$ cat config.mk
export PLATFORM = sky130hd
export DESIGN_NAME = icache_top
export DESIGN_NICKNAME = d
export VERILOG_FILES = /design/src/common/icache_pkg.sv /design/src/icache_top.sv /design/src/icache/icache_ctrl.sv /design/src/icache/icache_hit_select.sv /design/src/icache/icache_way.sv /design/src/icache/icache_tlb.sv
export SDC_FILE = /design/constraint.sdc
export NUM_CORES = 1
export LEC_CHECK = 0
export BUFFER_PORTS_ARGS = -buffer_cell sky130_fd_sc_hd__buf_4
export CAP_MARGIN = 25
export CORE_UTILIZATION = 41
export DETAILED_ROUTE_END_ITERATION = 7
export SLEW_MARGIN = 40
export SYNTH_ARGS = -nofsm -noshare
export SYNTH_HDL_FRONTEND = slang
export SYNTH_SLANG_ARGS = --single-unit
$ cat constraint.sdc
create_clock -name clk -period 8.5 [get_ports clk]
set_input_delay 1.7 -clock clk [delete_from_list [all_inputs] [get_ports clk]]
set_output_delay 1.7 -clock clk [all_outputs]
set_load 0.02 [all_outputs]
$ cat src/common/icache_pkg.sv
`default_nettype none

package icache_pkg;

  localparam int addr_w         = 16;
  localparam int page_off_w     = 10;
  localparam int byte_off_w     = 2;
  localparam int num_ways       = 2;
  localparam int num_sets       = 4;
  localparam int words_per_line = 2;
  localparam int tlb_entries    = 4;

  localparam int index_w    = $clog2(num_sets);
  localparam int word_sel_w = $clog2(words_per_line);
  localparam int tag_w      = addr_w - index_w - word_sel_w - byte_off_w;
  localparam int page_num_w = addr_w - page_off_w;

  typedef logic [addr_w-1:0]            addr_t;
  typedef logic [addr_w-byte_off_w-1:0] mem_addr_t;   // Word address
  typedef logic [31:0]                  word_t;
  typedef logic [page_num_w-1:0]        vpn_t;
  typedef logic [page_num_w-1:0]        ppn_t;
  typedef logic [tag_w-1:0]             tag_t;
  typedef logic [index_w-1:0]           index_t;
  typedef logic [word_sel_w-1:0]        word_sel_t;
  typedef logic [$clog2(num_ways)-1:0]  way_t;
  typedef logic [$clog2(tlb_entries)-1:0] tlb_idx_t;

  typedef struct packed {
    tag_t                  tag;
    index_t                index;
    word_sel_t             word_sel;
    logic [byte_off_w-1:0] byte_off;
  } cache_view_t;

  typedef struct packed {
    ppn_t                  ppn;
    logic [page_off_w-1:0] offset;
  } page_view_t;

  // Same 16 bits, seen by the TLB side and by the cache side
  typedef union packed {
    cache_view_t cache_view;
    page_view_t  page_view;
  } pa_u;

  typedef struct packed {
    logic  fault;
    word_t instr;
  } fetch_rsp_t;

  typedef struct packed {
    index_t    index;
    word_sel_t word_sel;
    word_t     data;
    tag_t      tag;
  } fill_wr_t;

  typedef struct packed {
    tlb_idx_t entry;
    logic     valid;
    vpn_t     vpn;
    ppn_t     ppn;
  } tlb_wr_t;

  typedef enum logic [2:0] {
    idle     = 3'b000,
    lookup   = 3'b001,
    bus_wait = 3'b010,
    fill     = 3'b011,
    respond  = 3'b100
  } ctrl_state_e;

endpackage

`default_nettype wire
$ cat src/icache_top.sv
`timescale 1ns/1ps
`default_nettype none

module icache_top import icache_pkg::*; (
  input  logic       clk,
  input  logic       rst,
  input  logic       read_valid,
  input  addr_t      va,
  output logic       read_ready,
  output logic       dp_valid,
  input  logic       dp_ready,
  output fetch_rsp_t dp_rsp,
  input  logic       tlb_wr_en,
  input  tlb_wr_t    tlb_wr,
  input  logic       bus_grant,
  input  logic       bus_busy,
  output logic       mem_req,
  output mem_addr_t  mem_addr,
  input  logic       mem_ready,
  input  word_t      mem_rdata
);

  pa_u                  pa;
  pa_u                  phys_pa;
  logic                 tlb_hit;
  ppn_t                 tlb_ppn;
  logic [num_ways-1:0]  way_hit;
  word_t [num_ways-1:0] way_data;
  logic                 cache_hit;
  word_t                hit_data;
  way_t                 victim;
  fill_wr_t             fill_wr;
  logic [num_ways-1:0]  fill_way_en;
  logic                 fill_done;
  logic                 lru_touch;

  // TLB page swapped in, offset passes straight through
  assign phys_pa.page_view = '{ppn: tlb_ppn, offset: pa.page_view.offset};

  icache_ctrl u_ctrl (
    .clk         (clk),
    .rst         (rst),
    .read_valid  (read_valid),
    .va          (va),
    .read_ready  (read_ready),
    .dp_valid    (dp_valid),
    .dp_ready    (dp_ready),
    .dp_rsp      (dp_rsp),
    .pa          (pa),
    .tlb_hit     (tlb_hit),
    .ppn         (tlb_ppn),
    .cache_hit   (cache_hit),
    .hit_data    (hit_data),
    .victim      (victim),
    .fill_wr     (fill_wr),
    .fill_way_en (fill_way_en),
    .fill_done   (fill_done),
    .lru_touch   (lru_touch),
    .bus_grant   (bus_grant),
    .bus_busy    (bus_busy),
    .mem_req     (mem_req),
    .mem_addr    (mem_addr),
    .mem_ready   (mem_ready),
    .mem_rdata   (mem_rdata)
  );

  icache_tlb u_tlb (
    .clk       (clk),
    .rst       (rst),
    .tlb_wr_en (tlb_wr_en),
    .tlb_wr    (tlb_wr),
    .vpn       (pa.page_view.ppn),   // Still the virtual page here
    .tlb_hit   (tlb_hit),
    .ppn       (tlb_ppn)
  );

  for (genvar g = 0; g < num_ways; g++) begin : g_way
    icache_way u_way (
      .clk      (clk),
      .rst      (rst),
      .pa       (phys_pa),
      .fill_wr  (fill_wr),
      .fill_en  (fill_way_en[g]),
      .way_hit  (way_hit[g]),
      .way_data (way_data[g])
    );
  end

  icache_hit_select u_hit_select (
    .clk       (clk),
    .rst       (rst),
    .index     (pa.cache_view.index),
    .way_hit   (way_hit),
    .way_data  (way_data),
    .lru_touch (lru_touch),
    .fill_done (fill_done),
    .cache_hit (cache_hit),
    .hit_data  (hit_data),
    .victim    (victim)
  );

endmodule

`default_nettype wire

$ cat src/icache/icache_ctrl.sv
`timescale 1ns/1ps
`default_nettype none

module icache_ctrl import icache_pkg::*; (
  input  logic                clk,
  input  logic                rst,
  input  logic                read_valid,
  input  addr_t               va,
  output logic                read_ready,
  output logic                dp_valid,
  input  logic                dp_ready,
  output fetch_rsp_t          dp_rsp,
  output pa_u                 pa,
  input  logic                tlb_hit,
  input  ppn_t                ppn,
  input  logic                cache_hit,
  input  word_t               hit_data,
  input  way_t                victim,
  output fill_wr_t            fill_wr,
  output logic [num_ways-1:0] fill_way_en,
  output logic                fill_done,
  output logic                lru_touch,
  input  logic                bus_grant,
  input  logic                bus_busy,
  output logic                mem_req,
  output mem_addr_t           mem_addr,
  input  logic                mem_ready,
  input  word_t               mem_rdata
);

  ctrl_state_e state_q;
  ctrl_state_e state_d;
  pa_u         addr_q;      // Page field still holds the vpn
  ppn_t        line_ppn_q;
  word_sel_t   beat_q;
  fetch_rsp_t  rsp_q;
  pa_u         fill_pa;
  logic        beat_take;
  logic        last_beat;

  // Physical line under fill
  assign fill_pa.page_view = '{ppn: line_ppn_q, offset: addr_q.page_view.offset};

  assign read_ready = state_q == idle;
  assign dp_valid   = state_q == respond;
  assign dp_rsp     = rsp_q;
  assign pa         = addr_q;
  assign mem_req    = state_q == fill;
  assign mem_addr   = {fill_pa.cache_view.tag, fill_pa.cache_view.index, beat_q};
  assign lru_touch  = (state_q == lookup) && tlb_hit && cache_hit;

  assign beat_take = mem_req && mem_ready;
  assign last_beat = beat_q == word_sel_t'(words_per_line - 1);
  assign fill_done = beat_take && last_beat;

  assign fill_wr = '{
    index:    fill_pa.cache_view.index,
    word_sel: beat_q,
    data:     mem_rdata,
    tag:      fill_pa.cache_view.tag
  };

  always_comb begin
    for (int i = 0; i < num_ways; i++) begin
      fill_way_en[i] = beat_take && (victim == way_t'(i));
    end
  end

  always_comb begin
    state_d = state_q;
    unique case (state_q)
      idle:     if (read_valid) state_d = lookup;
      lookup: begin
        if (!tlb_hit || cache_hit) begin
          state_d = respond;
        end else begin
          state_d = bus_wait;
        end
      end
      bus_wait: if (bus_grant && !bus_busy) state_d = fill;
      fill:     if (fill_done) state_d = lookup;   // Retry, now hits
      respond:  if (dp_ready) state_d = idle;
      default:  state_d = idle;
    endcase
  end

  always_ff @(posedge clk) begin
    if (rst) begin
      state_q <= idle;
      beat_q  <= '0;
    end else begin
      state_q <= state_d;
      if (state_q == bus_wait) begin
        beat_q <= '0;
      end else if (beat_take) begin
        beat_q <= word_sel_t'(beat_q + 1'b1);
      end
    end
  end

  always_ff @(posedge clk) begin
    if (read_ready && read_valid) begin
      addr_q.page_view <= va;
    end
    if (state_q == lookup) begin
      line_ppn_q  <= ppn;
      rsp_q.fault <= !tlb_hit;
      rsp_q.instr <= tlb_hit ? hit_data : '0;   // Zero on fault
    end
  end

endmodule

`default_nettype wire

$ cat src/icache/icache_hit_select.sv
`timescale 1ns/1ps
`default_nettype none

module icache_hit_select import icache_pkg::*; (
  input  logic                       clk,
  input  logic                       rst,
  input  index_t                     index,
  input  logic [num_ways-1:0]        way_hit,
  input  word_t [num_ways-1:0]       way_data,
  input  logic                       lru_touch,
  input  logic                       fill_done,
  output logic                       cache_hit,
  output word_t                      hit_data,
  output way_t                       victim
);

  way_t lru_q [num_sets];   // Way not used last
  way_t hit_way;

  assign cache_hit = |way_hit;
  assign victim    = lru_q[index];

  always_comb begin
    hit_way  = '0;
    hit_data = '0;
    for (int i = 0; i < num_ways; i++) begin
      if (way_hit[i]) begin
        hit_way  = way_t'(i);
        hit_data = way_data[i];
      end
    end
  end

  always_ff @(posedge clk) begin
    if (rst) begin
      for (int s = 0; s < num_sets; s++) begin
        lru_q[s] <= '0;
      end
    end else if (fill_done) begin
      lru_q[index] <= ~victim;    // Fresh line is now MRU
    end else if (lru_touch) begin
      lru_q[index] <= ~hit_way;
    end
  end

endmodule

`default_nettype wire

$ cat src/icache/icache_way.sv
`timescale 1ns/1ps
`default_nettype none

module icache_way import icache_pkg::*; (
  input  logic     clk,
  input  logic     rst,
  input  pa_u      pa,
  input  fill_wr_t fill_wr,
  input  logic     fill_en,
  output logic     way_hit,
  output word_t    way_data
);

  logic [num_sets-1:0] valid_q;
  tag_t                tag_q  [num_sets];
  word_t               data_q [num_sets][words_per_line];
  index_t              rd_index;
  logic                last_word;

  assign rd_index  = pa.cache_view.index;
  assign last_word = fill_wr.word_sel == word_sel_t'(words_per_line - 1);

  // Line turns valid only once the upper word lands
  always_ff @(posedge clk) begin
    if (rst) begin
      valid_q <= '0;
    end else if (fill_en) begin
      valid_q[fill_wr.index] <= last_word;
    end
  end

  always_ff @(posedge clk) begin
    if (fill_en) begin
      tag_q[fill_wr.index]                     <= fill_wr.tag;
      data_q[fill_wr.index][fill_wr.word_sel] <= fill_wr.data;
    end
  end

  assign way_hit  = valid_q[rd_index] && (tag_q[rd_index] == pa.cache_view.tag);
  assign way_data = data_q[rd_index][pa.cache_view.word_sel];

endmodule

`default_nettype wire

$ cat src/icache/icache_tlb.sv
`timescale 1ns/1ps
`default_nettype none

module icache_tlb import icache_pkg::*; (
  input  logic    clk,
  input  logic    rst,
  input  logic    tlb_wr_en,
  input  tlb_wr_t tlb_wr,
  input  vpn_t    vpn,
  output logic    tlb_hit,
  output ppn_t    ppn
);

  logic [tlb_entries-1:0] valid_q;
  vpn_t                   vpn_q [tlb_entries];
  ppn_t                   ppn_q [tlb_entries];

  always_ff @(posedge clk) begin
    if (rst) begin
      valid_q <= '0;
    end else if (tlb_wr_en) begin
      valid_q[tlb_wr.entry] <= tlb_wr.valid;
    end
  end

  always_ff @(posedge clk) begin
    if (tlb_wr_en) begin
      vpn_q[tlb_wr.entry] <= tlb_wr.vpn;
      ppn_q[tlb_wr.entry] <= tlb_wr.ppn;
    end
  end

  // Scan from the top so the lowest matching entry wins
  always_comb begin
    tlb_hit = 1'b0;
    ppn     = '0;
    for (int i = tlb_entries - 1; i >= 0; i--) begin
      if (valid_q[i] && vpn_q[i] == vpn) begin
        tlb_hit = 1'b1;
        ppn     = ppn_q[i];
      end
    end
  end

endmodule

`default_nettype wire

Word level (Yosys, flattened, before mapping)
Memory sizes are Yosys's and may differ from the RTL's. A register that Yosys moved wholly into a read port is not among the register bits.
Cells that the tools add are included.
- bits of input ports: 71
- bits in writable memories: 652
- memories kept: 7
- register bits: 71
- output and inout bits: 50
- memory list (name ; depth ; bits a word ; read ports ; clocked after Yosys merged registers in ; write ports ; RTL line ; text):
    g_way[0].u_way.data_q ; 4 ; 64 ; 1 ; 1 ; 1 ; icache_way.sv:16 ; word_t data_q [num_sets][words_per_line];
    g_way[1].u_way.data_q ; 4 ; 64 ; 1 ; 1 ; 1 ; icache_way.sv:16 ;
    g_way[0].u_way.tag_q ; 4 ; 11 ; 1 ; 1 ; 1 ; icache_way.sv:15 ; tag_t tag_q [num_sets];
    g_way[1].u_way.tag_q ; 4 ; 11 ; 1 ; 1 ; 1 ; icache_way.sv:15 ;
    u_tlb.ppn_q ; 4 ; 6 ; 4 ; 0 ; 1 ; icache_tlb.sv:16 ; ppn_t ppn_q [tlb_entries];
    u_tlb.vpn_q ; 4 ; 6 ; 4 ; 0 ; 1 ; icache_tlb.sv:15 ; vpn_t vpn_q [tlb_entries];
    +1 memories ; n/a ; n/a ; n/a ; n/a ; n/a ; n/a ;
- bitwise gates (word level): 5
- magnitude comparators: 7
- reductions and logical operators: 25
- mux-type cells: 62
- add/sub/neg operators: 1
- equality and inequality tests: 14
- operators with widths (operator ; count):
    2-to-1 mux 32 bit ; 9
    2-to-1 mux 64 bit ; 2
    demux 32 bit (select 1 bit) ; 1
    2-to-1 mux 1 bit ; 27
    equality test 6 bit ; 4
    2-to-1 mux 6 bit ; 4
    equality test 11 bit ; 2
    logical AND 1 bit ; 17
    2-to-1 mux 3 bit ; 5
    case mux 3 bit (5 select lines) ; 1
    bitwise mux 4 bit ; 3
    2-to-1 mux 2 bit ; 6
    equality test 3 x 2 -> 1 bit, second input constant ; 2
    < comparator 2 x 3 -> 1 bit, second input constant ; 2
    binary-select mux 1 bit (select 2 bit) ; 2
    demux 1 bit (select 2 bit) ; 2
    >= comparator 2 x 1 -> 1 bit, second input constant ; 2
    >= comparator 2 bit, second input constant ; 2
    != test 2 x 1 -> 1 bit, second input constant ; 2
    != test 2 bit, second input constant ; 2
    NOT 1 -> 2 bit ; 2
    AND reduction 4 bit ; 1
    OR reduction 2 bit ; 2
    equality test 3 x 1 -> 1 bit, second input constant ; 1
    other kinds (9) ; 11

Logic depth before layout (Yosys ltp)
Gate-level depths: netlist of run 1.
- depth in word-level cells: 17
- mapped depth: 15

Cells and area by module
From an unflattened synthesis of run 1, not the netlist that was laid out.
- cell total of the unflattened synthesis: 1382
- area total of the unflattened synthesis: 28578.7 µm²
- by module, submodules not included (module ; area an instance (µm²) ; seq. area each (µm²) ; instances ; cells an instance):
    icache_way ; 11609.9 ; 9088.7 ; 2 ; 494
    icache_ctrl ; 2531.2 ; 1731.7 ; 1 ; 177
    icache_tlb ; 2178.3 ; 1521.5 ; 1 ; 143
    icache_hit_select ; 649.4 ; 120.1 ; 1 ; 74

Least setup slack after synthesis of run 1
No wires, ideal clock.
- path type: register to register
- start point: register u_ctrl.state_q[0]
- end point: memory u_hit_select.lru_q[0] (netlist name), enable pin
- cell stages (with the launch flop): 4
- setup time: 0.332 ns
- required time: 8.168 ns
- slack: 3.697 ns
- path buffers: 0
- arrival: 4.471 ns
- cells stage by stage: dfxtp_1 nor3b_1 nand2_1 o41ai_2
- RTL lines (element ; RTL line ; text):
    start, declared ; icache_ctrl.sv:31 ; ctrl_state_e state_q;
    start signal, assigned ; icache_ctrl.sv:89 ; state_q <= idle;
    start signal, assigned ; icache_ctrl.sv:92 ; state_q <= state_d;
    end, declared ; icache_hit_select.sv:17 ; way_t lru_q [num_sets];

==> parameters.txt, run 1 <==
Parameter                              Value

Drt
  ANT nets after route    0
  Final WL    62000 µm
  Number of iterations in the first detailed-routing pass    7
  Residual DRC count    0
  DR WL/cell    23.9 µm
  DR vias/cell    5.44
  Drt initial violations    1176
  Detailed-route via count    14100

Timing
  Final clock skew    0.0356 ns
  Number of failing hold endpoints at the final stage    0
  Setup TNS    0 ns
  Max-slew violation count    0
  Final worst path period share    59.1%
  Setup repair after global routing missed its margin    no
  Max Fclk    199 MHz
  Actual slew at the worst max-slew pin    0.840 ns
  Minimum period implied by the final worst setup slack    5.02 ns
  Final-report setup violation count    0
  Headroom to the max-slew limit    44.0%

Critical path
  Peak per-stage delay on the critical path    0.83 ns
  Data arrival at the endpoint of the critical path    5.39 ns
  WP data required    8.87 ns
  Critical path class    reg -> reg
  Cell count of the worst reg-to-reg path    12
  Cell with the largest stage delay on the worst path    sky130_fd_sc_hd__dfxtp_4
  Kind of end point of the critical path    flop
  Ordered list of cells on the worst path    buf_6 > mux4_2 > nor2_1 > o211ai_1 > o41a_1 > o211ai_1 > o2111ai_1 > nor2_4 > buf_4 > buf_4 > mux2i_1 > o21ba_1
  Worst-path maximum fanout    43
  Critical Path Start Type    flop

Finish
  Antenna diode instance count    0
  Leading cell types in the layout, fill and taps excluded    sky130_fd_sc_hd__edfxtp_1 (705), sky130_fd_sc_hd__mux4_2 (151), sky130_fd_sc_hd__nand2_1 (148)
  Filler cells    5735
  Most common cell after layout, fill and taps aside    sky130_fd_sc_hd__edfxtp_1
  Net count, final    1676
  Fin util    47.8%
  Summed area of non-filler cells in the final layout    0.0329 mm²
  Layout cells sized above 1    25.8%
  Syn-to-layout area delta    15.0%

Power and ir drop
  Peak ir drop on the vdd network    0.153 mV
  Power density of the placed cells    228 mW/mm²
  Cell leakage power    0.0109 µW

Floorplan
  Total die area    0.0708 mm²
  Effective utilization at floorplan    41.6%
  Row Count    96
  Die boundary height    266 µm
  IO Count    121
  Area of the core    0.0688 mm²
  Die extent in x    266 µm

Global route
  Overall fraction of global-route tracks in use    17.9%
  Initial antenna violation count    3
  Number of global-route vias before repair    14700
  Grt ovf    0
  Global-route wire length before repair    93100 µm
  Pin count of the biggest net entering global routing    66

Logic synthesis
  Syn_nets    1534
  Cell taking the most area after synthesis    sky130_fd_sc_hd__edfxtp_1
  Count of flip-flops with a built-in enable after synthesis    705
  Synthesized netlist cell count    1463
  Area contributors post-synth    sky130_fd_sc_hd__edfxtp_1 (74%), sky130_fd_sc_hd__mux4_2 (12%), sky130_fd_sc_hd__mux2i_1 (2.4%)
  Top flip-flop cell by instance count after synthesis    sky130_fd_sc_hd__edfxtp_1
  Flip-flop and latch count after synthesis    723
  Number of distinct standard cells referenced by the synthesized netlist    56
  Area share of the leading cell type in the synthesized netlist    74.0%
  Fraction of synthesis flops using an asynchronous set or reset pin    0%
  Number of warnings issued by yosys    0
  Sequential cell area fraction in the yosys report    75.3%
  Post-synthesis cell area    0.0286 mm²
  Average footprint of a synthesized cell    19.6 µm²

Clock network
  Number of H-tree levels    3
  Cts hold-fix bufs    0
  TritonCTS clock tree    done
  Reg clk slew, reported paths    0.06 ns
  Post-CTS resize count    0
  Clock sinks    723
  Cts bufs inserted    76
  Worst skew pair latency    0.62 ns
  Buffer levels on the longest clock path    3
  CTS root buffer    sky130_fd_sc_hd__clkbuf_16
  Number of setup buffers added after CTS    0

Place
  Final weighted congestion in routability-driven placement    0.749
  HPWL Detailed    32600 µm
  Number of port buffers    118
  Area after DPL    0.0306 mm²

Run
  Max-capacitance violation count    0

Hold path
  Worst Hold Path Cells    2
  HP Class    reg -> reg

Run status
  Outcome    finished clean
## sequential cells by signal, summed over array words and instances, names as in the netlist, 3 cells and up, named ones only
register and count:
u_tlb.ppn_q 24, g_way.u_way.tag_q 88, g_way.u_way.data_q 512, u_ctrl.state_q 3
g_way.u_way.valid_q 8, u_hit_select.lru_q 4, u_tlb.vpn_q 24, u_ctrl.line_ppn_q 6
u_tlb.valid_q 4, u_ctrl.dp_rsp 33, u_ctrl.pa 14
## synth_stat cells (all sizes together), types with 3 or more instances
library cell and n:
and2 14, o2111ai 7, mux2 4, nor4b 3
dfxtp 18, nand4 10, o31ai 4, o41a 6
xnor2 22, edfxtp 705, o211ai 18, o21ba 32
nor2b 6, and3 19, nand2b 5, mux4 151
or3 3, xor2 14, inv 11, mux2i 69
clkbuf 53, a21oi 21, nand2 148, buf 33
nand3 10, nor3 6, or2 3, o21ai 12
nor2 33
## critical path, delay by kind of cell, from the launching register on
family / cells / cell delay (ns)
compound gates: 5 / 0.84
buf+inv: 3 / 1.90
flops: 1 / 0.83
mux: 2 / 0.85
simple gates: 2 / 0.25
## per-layer routing
metal	share of wire [%]	routed length, µm	global-route usage (%)
met5	0.056	35	0
met4	2.0	1220	5.02
met3	4.8	2980	3.01
met2	49	30500	29.5
met1	44	27200	24.5
## power breakdown
group / switching [µW] / total, µW / internal (µW)
Clock: 1330 / 3080 / 1740
Sequential: 46.3 / 3980 / 3940
Combinational: 228 / 437 / 208
Total: 1610 / 7500 / 5890
## worst paths after layout
check,start,to,slack [ns]
worst min register to register,g_way[1].u_way.valid_q[1],g_way[1].u_way.valid_q[1],0.50
worst min-delay path,g_way[1].u_way.valid_q[1],g_way[1].u_way.valid_q[1],0.50
worst max-delay path,flop,u_ctrl.dp_rsp[21],3.48
worst max register to register,flop,u_ctrl.dp_rsp[21],3.48
## cell families after synthesis
logic type	count (synthesis)	share of synthesized area (%)
and+or+nand+nor	270	4.40
xor gates and xnor gates	36	1.10
AOI/OAI and AO/OA	113	3.15
muxes	224	14.5
DFF	723	75.3
buffers and inverters	97	1.61
## layout make-up
cell class | count | area, µm² | share of cell area (%)
Clock buffer | 106 | 2030 | 6.19
Clock inverter | 29 | 255 | 0.776
Inverter | 11 | 41.3 | 0.126
Multi-Input combinational cell | 643 | 6700 | 20.4
Sequential cell | 723 | 21500 | 65.5
Tap cell | 931 | 1160 | 3.54
Timing Repair Buffer | 150 | 1150 | 3.50
## through the flow
step           hold WS, ns  worst slack (ns)  std cells  power, µW
2_1_floorplan        0.451              3.70       1463       4350
3_3_place_gp         0.463              3.18       2458       4490
3_5_place_dp         0.484              3.38       2458       4500
4_1_cts              0.497              3.34       2593       7580
5_1_grt              0.517              3.11       2593       7750
6_report             0.495              3.48       2593       7500
(Power assumes the default switching activity.)
==> inputs of run 2 (changes only) <==
Clock period 8.5 ns to 4.7 ns, I/O delays scaled along.
==> parameters.txt, run 2 (synthesized netlist as in run 1, its figures left out) <==
Parameter                              Value

Floorplan
  Die boundary height    266 µm
  Total die area    0.0708 mm²
  Effective utilization at floorplan    41.6%
  IO Count    121
  Die extent in x    266 µm
  Row Count    96
  Area of the core    0.0688 mm²

Clock network
  CTS root buffer    sky130_fd_sc_hd__clkbuf_16
  Cts bufs inserted    77
  Worst skew pair latency    0.64 ns
  Number of setup buffers added after CTS    0
  Clock sinks    723
  Number of H-tree levels    3
  Reg clk slew, reported paths    0.06 ns
  Cts hold-fix bufs    0
  TritonCTS clock tree    done
  Post-CTS resize count    0
  Buffer levels on the longest clock path    3

Place
  Number of port buffers    118
  Area after DPL    0.0308 mm²
  HPWL Detailed    34400 µm
  Final weighted congestion in routability-driven placement    0.770

Critical path
  Data arrival at the endpoint of the critical path    4.47 ns
  Worst reg2reg path endpoint    u_ctrl.dp_rsp[16]
  Delay-heaviest family, CP    simple AND/OR/NAND/NOR gates
  Kind of end point of the critical path    flop
  Cell count of the worst reg-to-reg path    10
  R2R Path Start    u_ctrl.pa[10]
  Peak per-stage delay on the critical path    0.58 ns
  Critical path class    reg -> reg
  Number of buffers and inverters on the critical path    1
  Ordered list of cells on the worst path    xnor2_1 > and4_1 > and2_1 > a311oi_1 > or3_1 > a221o_1 > nor2_4 > buf_12 > mux2i_1 > o21ba_1
  WP data required    5.08 ns
  Cell with the largest stage delay on the worst path    sky130_fd_sc_hd__and4_1
  Critical Path Start Type    flop
  Worst-path maximum fanout    37
  R2R Setup Slk    0.61 ns

Global route
  Initial antenna violation count    4
  Overall fraction of global-route tracks in use    17.9%
  Number of global-route vias before repair    14700
  Grt ovf    0
  Pin count of the biggest net entering global routing    65
  Global-route wire length before repair    92800 µm

Finish
  Layout cells sized above 1    27.4%
  Leading cell types in the layout, fill and taps excluded    sky130_fd_sc_hd__edfxtp_1 (705), sky130_fd_sc_hd__mux4_2 (151), sky130_fd_sc_hd__nand2_1 (148), sky130_fd_sc_hd__buf_4 (148), sky130_fd_sc_hd__clkbuf_16 (78)
  Net count, final    1686
  Summed area of non-filler cells in the final layout    0.0333 mm²
  Antenna diode instance count    0
  Reg with most FFs    g_way.u_way.data_q
  Syn-to-layout area delta    16.4%
  Most common cell after layout, fill and taps aside    sky130_fd_sc_hd__edfxtp_1
  Max reg flops    512

Drt
  DR vias/cell    5.40
  Residual DRC count    0
  ANT nets after route    0
  Detailed-route via count    14100
  Drt initial violations    1130
  Final WL    62000 µm
  Number of iterations in the first detailed-routing pass    5
  DR WL/cell    23.8 µm

Power and ir drop
  Peak ir drop on the vdd network    0.316 mV
  Sequential share of power    51.3%
  Psw    3010 µW
  Cell leakage power    0.0111 µW
  Proportion of power drawn by combinational gates    5.9%
  Share of total power consumed by net switching    21.5%
  Power density of the placed cells    420 mW/mm²
  Share of power burned in the clock network    42.9%
  Internal power of the cells    11000 µW

Timing
  Final-report setup violation count    0
  Setup repair after global routing missed its margin    no
  Number of failing hold endpoints at the final stage    0
  Final clock skew    0.0314 ns
  Actual slew at the worst max-slew pin    0.824 ns
  Max Fclk    244 MHz
  Final worst path period share    87.1%
  Headroom to the max-slew limit    45.0%
  Max-slew violation count    0
  Minimum period implied by the final worst setup slack    4.09 ns
  Setup TNS    0 ns

Run status
  Outcome    finished clean

Hold path
  Worst Hold Path Cells    1
  Worst min-delay path startpoint    va[10]
  HP Class    in -> reg
  Worst Hold End    u_ctrl.pa[10]

Run
  Max-capacitance violation count    0
-- run 2: cell count changes in the layout (fill, tap and decap cells not counted), sizes merged --
| cell | change |
|---|---|
| clkbuf | -13 |
| buf | +9 |
| clkinv | +9 |
| bufinv | +5 |
| clkinvlp | +3 |
| inv | +2 |
-- run 2: power groups by stage --
stage | Combinational, µW | Sequential (µW) | Clock [µW]
floorplan | 561 | 7300 | 0
global placement | 811 | 7320 | 0
detailed placement | 834 | 7320 | 0
CTS | 837 | 7180 | 6120
global route | 896 | 7190 | 6350
finish | 820 | 7180 | 6000
-- run 2: per-layer routing --
| layer | vias up | share of wire [%] | global-route usage (%) |
|---|---|---|---|
| li1 | 6198 | - | - |
| met1 | 7465 | 44 | 24.3 |
| met2 | 319 | 49 | 29.2 |
| met3 | 101 | 4.6 | 3.60 |
| met4 | 6 | 2.4 | 5.19 |
| met5 | - | 0.055 | 0 |
-- run 2: area by class of cell --
class | instances | area [µm²]
Clock inverter | 48 | 487
Inverter | 11 | 41.3
Tap cell | 931 | 1160
Multi-Input combinational cell | 643 | 6710
Clock buffer | 93 | 2020
Timing Repair Buffer | 159 | 1340
Fill cell | 5636 | 35500
Sequential cell | 723 | 21500
-- run 2: worst max-delay path by stage --
stage	start	to	slack, ns	cells past startpoint
finish	u_ctrl.pa[10]	u_ctrl.dp_rsp[16]	0.61	10
global route	u_ctrl.pa[10]	u_ctrl.dp_rsp[16]	0.40	10
floorplan	flop	g_way[0].u_way.data_q[3][32]	0.67	7
global placement	u_ctrl.pa[13]	u_ctrl.dp_rsp[16]	0.67	10
detailed placement	u_ctrl.pa[10]	u_ctrl.dp_rsp[16]	0.63	10
CTS	u_ctrl.pa[10]	u_ctrl.dp_rsp[16]	0.61	10
-- run 2: per-stage QoR --
step | cells | util, % | setup WS [ns] | total power (µW) | hold WS (ns)
after detailed placement | 2466 | 44.7 | 0.628 | 8150 | 0.479
after global routing | 2608 | 48.4 | 0.398 | 14400 | 0.467
after global placement | 2463 | 44.6 | 0.668 | 8130 | 0.461
after CTS | 2607 | 48.3 | 0.615 | 14100 | 0.458
after floorplan | 1463 | - | 0.666 | 7860 | 0.451
final | 2608 | 48.4 | 0.606 | 14000 | 0.495
